### src/arm_pkg.sv
package arm_pkg;

  typedef logic [31:0] word_t;
  typedef logic [3:0]  reg_idx_t;

  localparam word_t    RESET_PC = 32'h0000_0000;
  localparam reg_idx_t REG_PC   = 4'd15;
  localparam word_t    PC_STEP  = 32'd4;  // One instruction word

  typedef struct packed {
    logic n;
    logic z;
    logic c;
    logic v;
  } flags_t;

  // Condition field, ARM encoding
  typedef enum logic [3:0] {
    COND_EQ = 4'h0, COND_NE = 4'h1, COND_CS = 4'h2, COND_CC = 4'h3,
    COND_MI = 4'h4, COND_PL = 4'h5, COND_VS = 4'h6, COND_VC = 4'h7,
    COND_HI = 4'h8, COND_LS = 4'h9, COND_GE = 4'hA, COND_LT = 4'hB,
    COND_GT = 4'hC, COND_LE = 4'hD, COND_AL = 4'hE
  } cond_e;

  // Data-processing opcode field
  typedef enum logic [3:0] {
    OP_AND = 4'b0000,
    OP_EOR = 4'b0001,
    OP_SUB = 4'b0010,
    OP_ADD = 4'b0100,
    OP_CMP = 4'b1010,
    OP_ORR = 4'b1100,
    OP_MOV = 4'b1101
  } alu_op_e;

  typedef enum logic [1:0] {SH_LSL, SH_LSR, SH_ASR, SH_ROR} shift_e;

  typedef enum logic [2:0] {
    CLASS_DP, CLASS_LDR, CLASS_STR, CLASS_BRANCH, CLASS_UNDEF
  } instr_class_e;

  typedef struct packed {
    instr_class_e iclass;
    alu_op_e      opcode;
    logic         s_bit;
    logic         imm;         // Operand 2 is a rotated immediate
    reg_idx_t     rn;
    reg_idx_t     rd;
    reg_idx_t     rm;
    shift_e       shift_type;
    logic [4:0]   shift_amt;
    logic [3:0]   rotate;
    logic [7:0]   imm8;
    logic [11:0]  mem_offset;
    logic         up;
    logic [23:0]  br_offset;
    logic         cond_pass;
  } decoded_t;

  typedef enum logic [2:0] {
    ST_FETCH, ST_DECODE, ST_EXECUTE, ST_MEM_ADDR, ST_MEM_READ, ST_WRITEBACK
  } ctrl_state_e;

  typedef enum logic {ADDR_PC, ADDR_ALU} addr_src_e;

  typedef enum logic [2:0] {
    B_NONE, B_SHIFTED, B_OFFSET, B_BRANCH, B_READ_DATA
  } b_src_e;

  typedef enum logic [1:0] {WB_NONE, WB_RD_ALU, WB_RD_DATA, WB_PC_ALU} wb_sel_e;

  typedef struct packed {
    logic      mem_read;
    logic      mem_write;
    logic      latch_ir;
    logic      latch_read_data;
    addr_src_e addr_src;
    b_src_e    b_src;
    alu_op_e   alu_op_sel;
    logic      set_flags;
    wb_sel_e   wb_sel;
    logic      pc_incr;
  } ctrl_t;

  typedef struct packed {
    word_t addr;
    logic  read_en;
    logic  write_en;
    word_t wdata;
  } mem_req_t;

endpackage

### src/arm_alu.sv
module arm_alu (
  input  arm_pkg::alu_op_e op,
  input  arm_pkg::word_t   a,
  input  arm_pkg::word_t   b,
  input  logic             shifter_carry,
  input  arm_pkg::flags_t  flags_in,
  output arm_pkg::word_t   result,
  output arm_pkg::flags_t  flags_out
);
  import arm_pkg::*;

  logic [32:0] sum;
  logic [32:0] diff;  // Bit 32 is not-borrow
  logic        carry;
  logic        overflow;

  assign sum  = {1'b0, a} + {1'b0, b};
  assign diff = {1'b0, a} + {1'b0, ~b} + 33'd1;

  always_comb begin
    result   = '0;
    carry    = shifter_carry;  // Logical ops take the shifter carry
    overflow = flags_in.v;
    case (op)
      OP_AND: result = a & b;
      OP_EOR: result = a ^ b;
      OP_ORR: result = a | b;
      OP_MOV: result = b;
      OP_ADD: begin
        result   = sum[31:0];
        carry    = sum[32];
        overflow = (a[31] == b[31]) && (sum[31] != a[31]);
      end
      OP_SUB, OP_CMP: begin
        result   = diff[31:0];
        carry    = diff[32];
        overflow = (a[31] != b[31]) && (diff[31] != a[31]);
      end
      default: ;
    endcase
  end

  assign flags_out = '{n: result[31], z: (result == '0), c: carry, v: overflow};

endmodule

### src/arm_control.sv
module arm_control (
  input  logic              clk,
  input  logic              reset,
  input  arm_pkg::decoded_t dec,
  output arm_pkg::ctrl_t    ctrl
);
  import arm_pkg::*;

  ctrl_state_e state;
  ctrl_state_e state_next;
  logic        started;  // Low for one cycle after reset
  alu_op_e     mem_op;

  assign mem_op = dec.up ? OP_ADD : OP_SUB;

  always_ff @(posedge clk) begin
    if (reset) begin
      state   <= ST_FETCH;
      started <= 1'b0;
    end else begin
      state   <= state_next;
      started <= 1'b1;
    end
  end

  // ====================
  // Per-state outputs
  // ====================
  always_comb begin
    ctrl       = '0;
    state_next = state;

    unique case (state)
      ST_FETCH: begin
        ctrl.addr_src = ADDR_PC;
        ctrl.mem_read = started;
        if (started) begin
          state_next = ST_DECODE;
        end
      end

      ST_DECODE: begin
        ctrl.latch_ir = 1'b1;  // Fetched word is on mem_rdata now
        ctrl.pc_incr  = 1'b1;
        state_next    = ST_EXECUTE;
      end

      ST_EXECUTE: begin
        state_next = ST_FETCH;
        if (dec.cond_pass) begin
          case (dec.iclass)
            CLASS_DP: begin
              ctrl.b_src      = B_SHIFTED;
              ctrl.alu_op_sel = dec.opcode;
              ctrl.set_flags  = dec.s_bit;
              if (dec.opcode == OP_CMP) begin
                ctrl.wb_sel = WB_NONE;
              end else if (dec.rd == REG_PC) begin
                ctrl.wb_sel = WB_PC_ALU;
              end else begin
                ctrl.wb_sel = WB_RD_ALU;
              end
            end
            CLASS_LDR, CLASS_STR: begin
              ctrl.addr_src   = ADDR_ALU;  // Address register takes Rn +/- offset
              ctrl.b_src      = B_OFFSET;
              ctrl.alu_op_sel = mem_op;
              state_next      = ST_MEM_ADDR;
            end
            CLASS_BRANCH: begin
              ctrl.b_src      = B_BRANCH;
              ctrl.alu_op_sel = OP_ADD;
              ctrl.wb_sel     = WB_PC_ALU;
            end
            default: ;  // UNDEF acts as a no-op
          endcase
        end
      end

      ST_MEM_ADDR: begin
        ctrl.addr_src = ADDR_ALU;
        if (dec.iclass == CLASS_LDR) begin
          ctrl.mem_read = 1'b1;
          state_next    = ST_MEM_READ;
        end else begin
          ctrl.mem_write = 1'b1;  // Store completes here
          state_next     = ST_FETCH;
        end
      end

      ST_MEM_READ: begin
        ctrl.latch_read_data = 1'b1;
        state_next           = ST_WRITEBACK;
      end

      ST_WRITEBACK: begin
        ctrl.b_src      = B_READ_DATA;
        ctrl.alu_op_sel = OP_MOV;
        ctrl.wb_sel     = WB_RD_DATA;
        state_next      = ST_FETCH;
      end

      default: state_next = ST_FETCH;
    endcase
  end

endmodule

### src/arm_core.sv
module arm_core (
  input  logic              clk,
  input  logic              reset,
  output arm_pkg::mem_req_t mem_req,
  input  arm_pkg::word_t    mem_rdata
);
  import arm_pkg::*;

  word_t      regs [16];  // R15 is the PC
  flags_t     flags;
  word_t      ir;
  word_t      read_data;
  word_t      addr_reg;
  decoded_t   dec;
  ctrl_t      ctrl;
  word_t      a_bus;
  word_t      b_bus;
  word_t      rm_value;
  word_t      rd_value;
  word_t      shift_in;
  shift_e     shift_type;
  logic [4:0] shift_amt;
  word_t      shift_out;
  logic       shift_carry;
  word_t      alu_result;
  flags_t     alu_flags;
  logic [5:0] rot_bits;
  word_t      load_word;

  // R15 reads one word ahead of the stored PC
  function automatic word_t read_reg(input reg_idx_t idx);
    return (idx == REG_PC) ? regs[idx] + PC_STEP : regs[idx];
  endfunction

  arm_decoder decoder_i (
    .ir   (ir),
    .flags(flags),
    .dec  (dec)
  );

  arm_control control_i (
    .clk  (clk),
    .reset(reset),
    .dec  (dec),
    .ctrl (ctrl)
  );

  arm_shifter shifter_i (
    .value     (shift_in),
    .shift_type(shift_type),
    .amount    (shift_amt),
    .carry_in  (flags.c),
    .result    (shift_out),
    .carry_out (shift_carry)
  );

  arm_alu alu_i (
    .op           (ctrl.alu_op_sel),
    .a            (a_bus),
    .b            (b_bus),
    .shifter_carry(shift_carry),
    .flags_in     (flags),
    .result       (alu_result),
    .flags_out    (alu_flags)
  );

  // ====================
  // Operand buses
  // ====================
  always_comb begin
    a_bus    = read_reg(dec.rn);
    rm_value = read_reg(dec.rm);
    rd_value = read_reg(dec.rd);
  end

  // Immediate with rotate 0 must keep C, so it goes through LSL #0
  assign shift_in   = dec.imm ? {24'b0, dec.imm8} : rm_value;
  assign shift_amt  = dec.imm ? {dec.rotate, 1'b0} : dec.shift_amt;
  assign shift_type = !dec.imm ? dec.shift_type : (dec.rotate == 4'd0 ? SH_LSL : SH_ROR);

  always_comb begin
    case (ctrl.b_src)
      B_SHIFTED:   b_bus = shift_out;
      B_OFFSET:    b_bus = {20'b0, dec.mem_offset};
      B_BRANCH:    b_bus = {{6{dec.br_offset[23]}}, dec.br_offset, 2'b00};
      B_READ_DATA: b_bus = read_data;
      default:     b_bus = '0;
    endcase
  end

  // ====================
  // Memory side
  // ====================
  assign mem_req = '{
    addr:     (ctrl.addr_src == ADDR_PC) ? regs[REG_PC] : addr_reg,
    read_en:  ctrl.mem_read,
    write_en: ctrl.mem_write,
    wdata:    rd_value
  };

  // Misaligned word load rotates by the byte offset
  assign rot_bits  = {1'b0, addr_reg[1:0], 3'b000};
  assign load_word = (mem_rdata >> rot_bits) | (mem_rdata << (6'd32 - rot_bits));

  always_ff @(posedge clk) begin
    if (reset) begin
      ir <= '0;
    end else if (ctrl.latch_ir) begin
      ir <= mem_rdata;
    end
  end

  always_ff @(posedge clk) begin
    // Address calc cycle is ALU-sourced with no strobe
    if (ctrl.addr_src == ADDR_ALU && !ctrl.mem_read && !ctrl.mem_write) begin
      addr_reg <= alu_result;
    end
    if (ctrl.latch_read_data) begin
      read_data <= load_word;
    end
  end

  // ====================
  // Writeback
  // ====================
  always_ff @(posedge clk) begin
    if (reset) begin
      for (int i = 0; i < 16; i++) begin
        regs[i] <= '0;
      end
      regs[REG_PC] <= RESET_PC;
      flags        <= '0;
    end else begin
      if (ctrl.pc_incr) begin
        regs[REG_PC] <= regs[REG_PC] + PC_STEP;
      end
      case (ctrl.wb_sel)
        WB_RD_ALU:  regs[dec.rd] <= alu_result;
        WB_RD_DATA: regs[dec.rd] <= alu_result;  // Loaded word passes the ALU as MOV
        WB_PC_ALU:  regs[REG_PC] <= {alu_result[31:2], 2'b00};  // Keep fetches aligned
        default: ;
      endcase
      if (ctrl.set_flags) begin
        flags <= alu_flags;
      end
    end
  end

endmodule

### src/arm_decoder.sv
module arm_decoder (
  input  arm_pkg::word_t    ir,
  input  arm_pkg::flags_t   flags,
  output arm_pkg::decoded_t dec
);
  import arm_pkg::*;

  logic cond_ok;
  logic dp_op_ok;

  // Condition check against NZCV
  always_comb begin
    case (cond_e'(ir[31:28]))
      COND_EQ: cond_ok = flags.z;
      COND_NE: cond_ok = !flags.z;
      COND_CS: cond_ok = flags.c;
      COND_CC: cond_ok = !flags.c;
      COND_MI: cond_ok = flags.n;
      COND_PL: cond_ok = !flags.n;
      COND_VS: cond_ok = flags.v;
      COND_VC: cond_ok = !flags.v;
      COND_HI: cond_ok = flags.c && !flags.z;
      COND_LS: cond_ok = !flags.c || flags.z;
      COND_GE: cond_ok = (flags.n == flags.v);
      COND_LT: cond_ok = (flags.n != flags.v);
      COND_GT: cond_ok = !flags.z && (flags.n == flags.v);
      COND_LE: cond_ok = flags.z || (flags.n != flags.v);
      COND_AL: cond_ok = 1'b1;
      default: cond_ok = 1'b0;  // NV space
    endcase
  end

  always_comb begin
    case (ir[24:21])
      4'b0000, 4'b0001, 4'b0010, 4'b0100, 4'b1100, 4'b1101: dp_op_ok = 1'b1;
      4'b1010: dp_op_ok = ir[20];  // CMP without S is a misc encoding
      default: dp_op_ok = 1'b0;
    endcase
  end

  always_comb begin
    dec            = '0;
    dec.iclass     = CLASS_UNDEF;
    dec.opcode     = alu_op_e'(ir[24:21]);
    dec.s_bit      = ir[20];
    dec.imm        = ir[25];
    dec.rn         = ir[19:16];
    dec.rd         = ir[15:12];
    dec.rm         = ir[3:0];
    dec.shift_type = shift_e'(ir[6:5]);
    dec.shift_amt  = ir[11:7];
    dec.rotate     = ir[11:8];
    dec.imm8       = ir[7:0];
    dec.mem_offset = ir[11:0];
    dec.up         = ir[23];
    dec.br_offset  = ir[23:0];
    dec.cond_pass  = cond_ok;

    if (ir[31:28] != 4'hF) begin
      // Register-specified shifts have bit 4 set
      if (ir[27:26] == 2'b00 && (ir[25] || !ir[4]) && dp_op_ok) begin
        dec.iclass = CLASS_DP;
      end else if (ir[27:24] == 4'b0101 && ir[22:21] == 2'b00) begin
        dec.iclass = ir[20] ? CLASS_LDR : CLASS_STR;  // Pre-indexed word, no writeback
      end else if (ir[27:24] == 4'b1010) begin
        dec.iclass = CLASS_BRANCH;
        dec.rn     = REG_PC;  // Target is relative to R15
      end
    end
  end

endmodule

### src/arm_shifter.sv
module arm_shifter (
  input  arm_pkg::word_t  value,
  input  arm_pkg::shift_e shift_type,
  input  logic [4:0]      amount,
  input  logic            carry_in,
  output arm_pkg::word_t  result,
  output logic            carry_out
);
  import arm_pkg::*;

  logic [32:0] lsl_ext;  // Carry in bit 32
  logic [32:0] lsr_ext;  // Carry in bit 0
  logic [32:0] asr_ext;
  word_t       ror_val;

  assign lsl_ext = {1'b0, value} << amount;
  assign lsr_ext = {value, 1'b0} >> amount;
  assign asr_ext = $signed({value, 1'b0}) >>> amount;
  assign ror_val = (value >> amount) | (value << (6'd32 - {1'b0, amount}));

  always_comb begin
    result    = value;
    carry_out = carry_in;
    case (shift_type)
      SH_LSL: begin
        if (amount != 5'd0) begin  // LSL #0 leaves value and carry alone
          result    = lsl_ext[31:0];
          carry_out = lsl_ext[32];
        end
      end
      SH_LSR: begin
        result    = (amount == 5'd0) ? '0 : lsr_ext[32:1];  // #0 encodes #32
        carry_out = (amount == 5'd0) ? value[31] : lsr_ext[0];
      end
      SH_ASR: begin
        result    = (amount == 5'd0) ? {32{value[31]}} : asr_ext[32:1];
        carry_out = (amount == 5'd0) ? value[31] : asr_ext[0];
      end
      SH_ROR: begin
        if (amount == 5'd0) begin
          result    = {carry_in, value[31:1]};  // RRX
          carry_out = value[0];
        end else begin
          result    = ror_val;
          carry_out = ror_val[31];
        end
      end
      default: ;
    endcase
  end

endmodule

### config.mk
export PLATFORM = sky130hd
export DESIGN_NAME = arm_core
export DESIGN_NICKNAME = d
export VERILOG_FILES = /design/src/arm_pkg.sv /design/src/arm_alu.sv /design/src/arm_control.sv /design/src/arm_core.sv /design/src/arm_decoder.sv /design/src/arm_shifter.sv
export SDC_FILE = /design/constraint.sdc
export NUM_CORES = 2
export LEC_CHECK = 0
export BUFFER_PORTS_ARGS = -buffer_cell sky130_fd_sc_hd__buf_2
export CAP_MARGIN = 20
export CORE_AREA = 2 2 420 422
export DETAILED_ROUTE_END_ITERATION = 6
export DIE_AREA = 0 0 422 424
export REMOVE_ABC_BUFFERS = 1
export SYNTH_ARGS = -nofsm -noshare
export SYNTH_HDL_FRONTEND = slang
export SYNTH_SLANG_ARGS = --single-unit
### constraint.sdc
create_clock -name clk -period 24 [get_ports clk]
set_clock_uncertainty 0.15 [all_clocks]
set_input_delay 7.2 -clock clk [delete_from_list [all_inputs] [get_ports clk]]
set_output_delay 7.2 -clock clk [all_outputs]
set_load 0.005 [all_outputs]
Word level (Yosys, flattened, before mapping)
Memory sizes are Yosys's and may differ from the RTL's. A register that Yosys moved wholly into a read port is not among the register bits.
Cells that the tools add are included.

storage, ports and cells
  memories kept = 1
  flip-flop bits (word level) = 104
  memory bits (writable) = 512
  word-level logic and storage cells = 214
  output and inout port bits = 66
  bits of input ports = 34

operators by class
  muxes and demuxes = 82
  equality and inequality tests = 58
  shift operators = 7
  reductions and logical operators = 38
  add/sub/neg operators = 9
  bitwise gates (word level) = 10

memory list
  name  words  bits a word  read ports  clocked after memory_dff  write ports  RTL line       RTL
  regs  16     32           4           2                         16           arm_core.sv:9  word_t regs [16];

operator list
  operator                                                          count
  32-bit two-way mux                                                14
  32-bit case mux with 4 select lines                               2
  32-bit case mux with 6 select lines                               1
  32-bit by 3-bit adder with 32-bit output (second input constant)  4
  32-bit bitwise OR                                                 3
  4-bit == test (second input constant)                             17
  32-bit by 32-bit adder with 33-bit output                         2
  32-bit by 6-bit << shifter with 32-bit output                     2
  32-bit by 5-bit >> shifter with 32-bit output                     2
  4-bit two-way mux                                                 9
  33-bit by 1-bit adder with 33-bit output (second input constant)  1
  32-bit by 5-bit << shifter with 33-bit output                     1
  33-bit by 5-bit >> shifter with 33-bit output                     1
  33-bit by 5-bit >>> shifter with 33-bit output                    1
  32-bit AND                                                        1
  32-bit zero test                                                  1
  32-bit NOT                                                        1
  32-bit OR reduction                                               1
  32-bit XOR                                                        1
  1-bit two-way mux                                                 29
  4-bit by 3-bit == test with 1-bit output (second input constant)  7
  3-bit two-way mux                                                 8
  3-bit by 2-bit == test with 1-bit output (second input constant)  6
  6-bit case mux with 3 select lines                                1
  other kinds (33)                                                  88

Depth between registers and ports, before layout
  depth after elaboration = 19
  mapped depth = 43
  depth with buffers taken out = 39

Hierarchy
A second synthesis with hierarchy kept.

second synthesis, totals
  cells, all modules = 4,898
  area total of the unflattened synthesis = 54,202.0 µm²

modules (own cells, without submodules)
  module       area an instance (µm²)  sequential area each (µm²)  cells each  times used
  arm_core     39,394.0                18,017.3                    2,837       1
  arm_shifter  7,211.9                 0.0                         935         1
  arm_alu      6,268.5                 0.0                         944         1
  arm_decoder  894.6                   0.0                         125         1
  arm_control  432.9                   80.1                        57          1

Worst setup path after synthesis
No wires, ideal clock.

  kind = register to output
  start = register with a tool-made name
  end = output mem_req[31] (netlist bit)
  data required time = 16.650 ns
  slack = 11.530 ns
  arrival time = 5.120 ns
  cell stages (with the launch flop) = 12
  path buffers = 7
  cells stage by stage = dfxtp_1 clkbuf_1 buf_2 buf_1 clkbuf_1 clkbuf_1 clkbuf_1 buf_1 mux4_2 mux4_2 nand4_1 xnor2_1

RTL lines
  what           RTL line       RTL
  end, declared  arm_core.sv:4  output arm_pkg::mem_req_t mem_req,

==> reports/metrics.cfg <==
[outcome]
outcome=finished, violations left
violations=design-rule violations, max-slew violations

[global_routing]
antenna_found_initial=13
grt_pass1_vias=50000
grt_pass1_wl_um=411000
top_usage_layer=met2
grt_util_met3=0.103
grt_usage=0.324
met1_usage=0.389
grt_max_degree=104
grt_overflow=0
met2_usage=0.479

[setup_path]
required_ps=16650
arrival_ps=5800
path_max_fanout=48
cpMostUsedCell=nor2_1
cp_slowest_cell=buf_4
crit_buf_inv=2
cp_slowest_stage_delay_ps=860
worst_setup_path_end_kind=primary output
path_class=flip-flop to primary output
crit_family=simple AND/OR/NAND/NOR gates
path_cells=buf_4 > mux4_2 > mux4_2 > nand4_1 > nor2_1 > and3_1 > nand3_1 > nor2_1 > nand2_1 > nor2_1 > nand4_1 > xnor2_1 > buf_2
start_kind=flip-flop

[yosys]
ys_ff_latch=624
synth_top_cell_by_area=edfxtp_1
yosysWarnings=0
synth_area_per_cell_um2=9.45
synth_flop_cell=edfxtp_1
postSynthCellCount=5511
synth_top_area_frac=0.332
netlist_area_um2=52100
synth-edff-count=576
async_reset_ff_frac=0
yosysSeqAreaShare=0.351
synth.area.top_cells=edfxtp_1 33%, mux4_2 14%, nor2_1 5.8%
ys_types=112

[cells_and_area]
largest_reg_flops=512
largest_register=regs
postLayoutCoreUtil=0.332
drive_above_1_share=0.186
area_growth_pct=11.6
layout.nets=5583

[timing]
drv_slew=4
max_freq_ghz=0.0761
setup_viol=0
slew_headroom=-0.0334
post-route-min-period_ps=13150
worst_pin_slew_ps=1550
period_share=0.548
fin_tns_setup_ps=0
grt_setup_unrepaired=no
finalHoldViolations=0

[floorplan]
core_um2=175000
row_count=154
die_y_um=424
fp.dieW_um=422
die_area_um2=179000
start_util=0.298
ios=100

[route]
drtPass1Iterations=7
ant_nets=0
via_per_inst=6.79
routedWlPerCell_um=38.4
drc=7
drtIter0Drc=9083
vias=53300
drt-total-wl_um=301000

[power]
vdd_ir_drop_max_mv=0.0598
leakagePower_nw=19.7
powerDensity_nw_per_um2=60.6
finalPower_mw=3.52

[clocking]
cts_resized=0
clk_path_buf_depth=3
postCtsSetupBuffers=0
h-tree-depth=3
path_clk_slew_ps=60
cts.sinks=624
clk_latency_ps=680
hold_buffers=0
cts_tree=built
cts-root-buf=clkbuf_16
cts_buffers=71

[place]
hpwl_um=205000
portBuffers=99
gp_congestion=1.06

[hold_path]
hp-class=flip-flop to flip-flop

[job]
drv_cap=0

## final cells by class
cell class	instances	area, um2
clock buffer	91	1880
clock inverter	39	407
fill	18000	117000
timing repair buffer	345	2410
multi-input combinational	4234	31500
sequential	624	18300
inverter	168	632
antenna	5	12.5
tap	2340	2930
## per-layer routing
metal  share of wire  wire length (um)
met1            0.35            105000
met2            0.42            127000
met3            0.13             40000
met4           0.098             29600
met5         0.00040               121
## layout by cell type (no fill, tap or decap), types with 33 or more instances in the layout
cell type	n
nand2b_1	33
edfxtp_1	576
ha_1	102
a31oi_1	92
nor2_1	788
a221o_1	36
a22oi_1	65
o22ai_1	108
buf_4	238
o21ai_0	254
nor2b_1	42
dfxtp_1	34
a21oi_1	302
xor2_1	36
nand2_1	516
o211ai_1	56
nor3_1	66
xnor2_1	73
o221ai_1	37
a22o_1	54
and2_1	47
a211oi_1	64
a221oi_1	60
buf_2	100
nand4_1	46
mux2i_1	106
inv_1	154
clkbuf_16	72
and3_1	63
nand3_1	119
mux4_2	313
mux2_2	73
## per-stage QoR
step / instances / area [um2] / hold WS, ps / setup WS [ps]
after floorplan: 5026 / 50000 / 344 / 8960
after global placement: 7702 / 55700 / 386 / 11350
after detailed placement: 7703 / 55700 / 383 / 11310
after CTS: 7833 / 58000 / 406 / 10790
after global routing: 7841 / 58100 / 426 / 10060
final: 7846 / 58100 / 399 / 10850
## worst register-to-register path: cells and delay by family (launching register included)
kind / cells / cell delay (ps)
and+or+nand+nor: 10 / 3430
DFF: 1 / 770
AOI/OAI and AO/OA: 20 / 6570
adders and majority gates: 2 / 570
buffers and inverters: 4 / 1070
muxes: 1 / 540
## cells by family after synthesis
family                   share of synthesized area
AO/OA/AOI/OAI                                0.213
XOR/XNOR                                    0.0193
adder cells (fa/ha/maj)                     0.0255
buffers and inverters                       0.0511
flip-flops                                   0.351
multiplexers                                 0.174
AND/OR/NAND/NOR                              0.166
## power breakdown
part	total, mW	switching, mW	internal [mW]
Combinational	1.14	0.806	0.330
Clock	1.11	0.492	0.617
Sequential	1.27	0.0510	1.22
Total	3.52	1.35	2.17
## cell usage after synthesis, drive strengths merged, types with 22 or more instances
library cell	n
o21bai	26
edfxtp	576
a211oi	71
mux2i	106
a21oi	314
inv	162
o21ai	280
mux4	317
a22o	54
o211ai	56
dfxtp	48
nor2b	45
or3	31
xnor2	78
nor2	805
a311oi	25
buf	95
a21o	32
nand4	48
nand3	123
and3	63
o221ai	37
a221o	36
mux2	77
a2111oi	22
nand2	546
nor3	69
o21a	29
a31oi	94
a22oi	65
o22ai	108
ha	103
a221oi	62
and2	47
clkbuf	390
nand2b	34
a32oi	26
xor2	37
nor4	33
## worst paths after layout
| path | from | endpoint | slack [ps] | cells after the start |
|---|---|---|---|---|
| setup reg to reg | flip-flop | flags[2] | 10860 | 37 |
| hold / removal | ir[16] | ir[16] | 400 | 1 |
| hold reg to reg | ir[16] | ir[16] | 400 | 1 |
| setup / recovery | flip-flop | mem_req[31] | 10850 | 13 |
(Power assumes the default switching activity.)
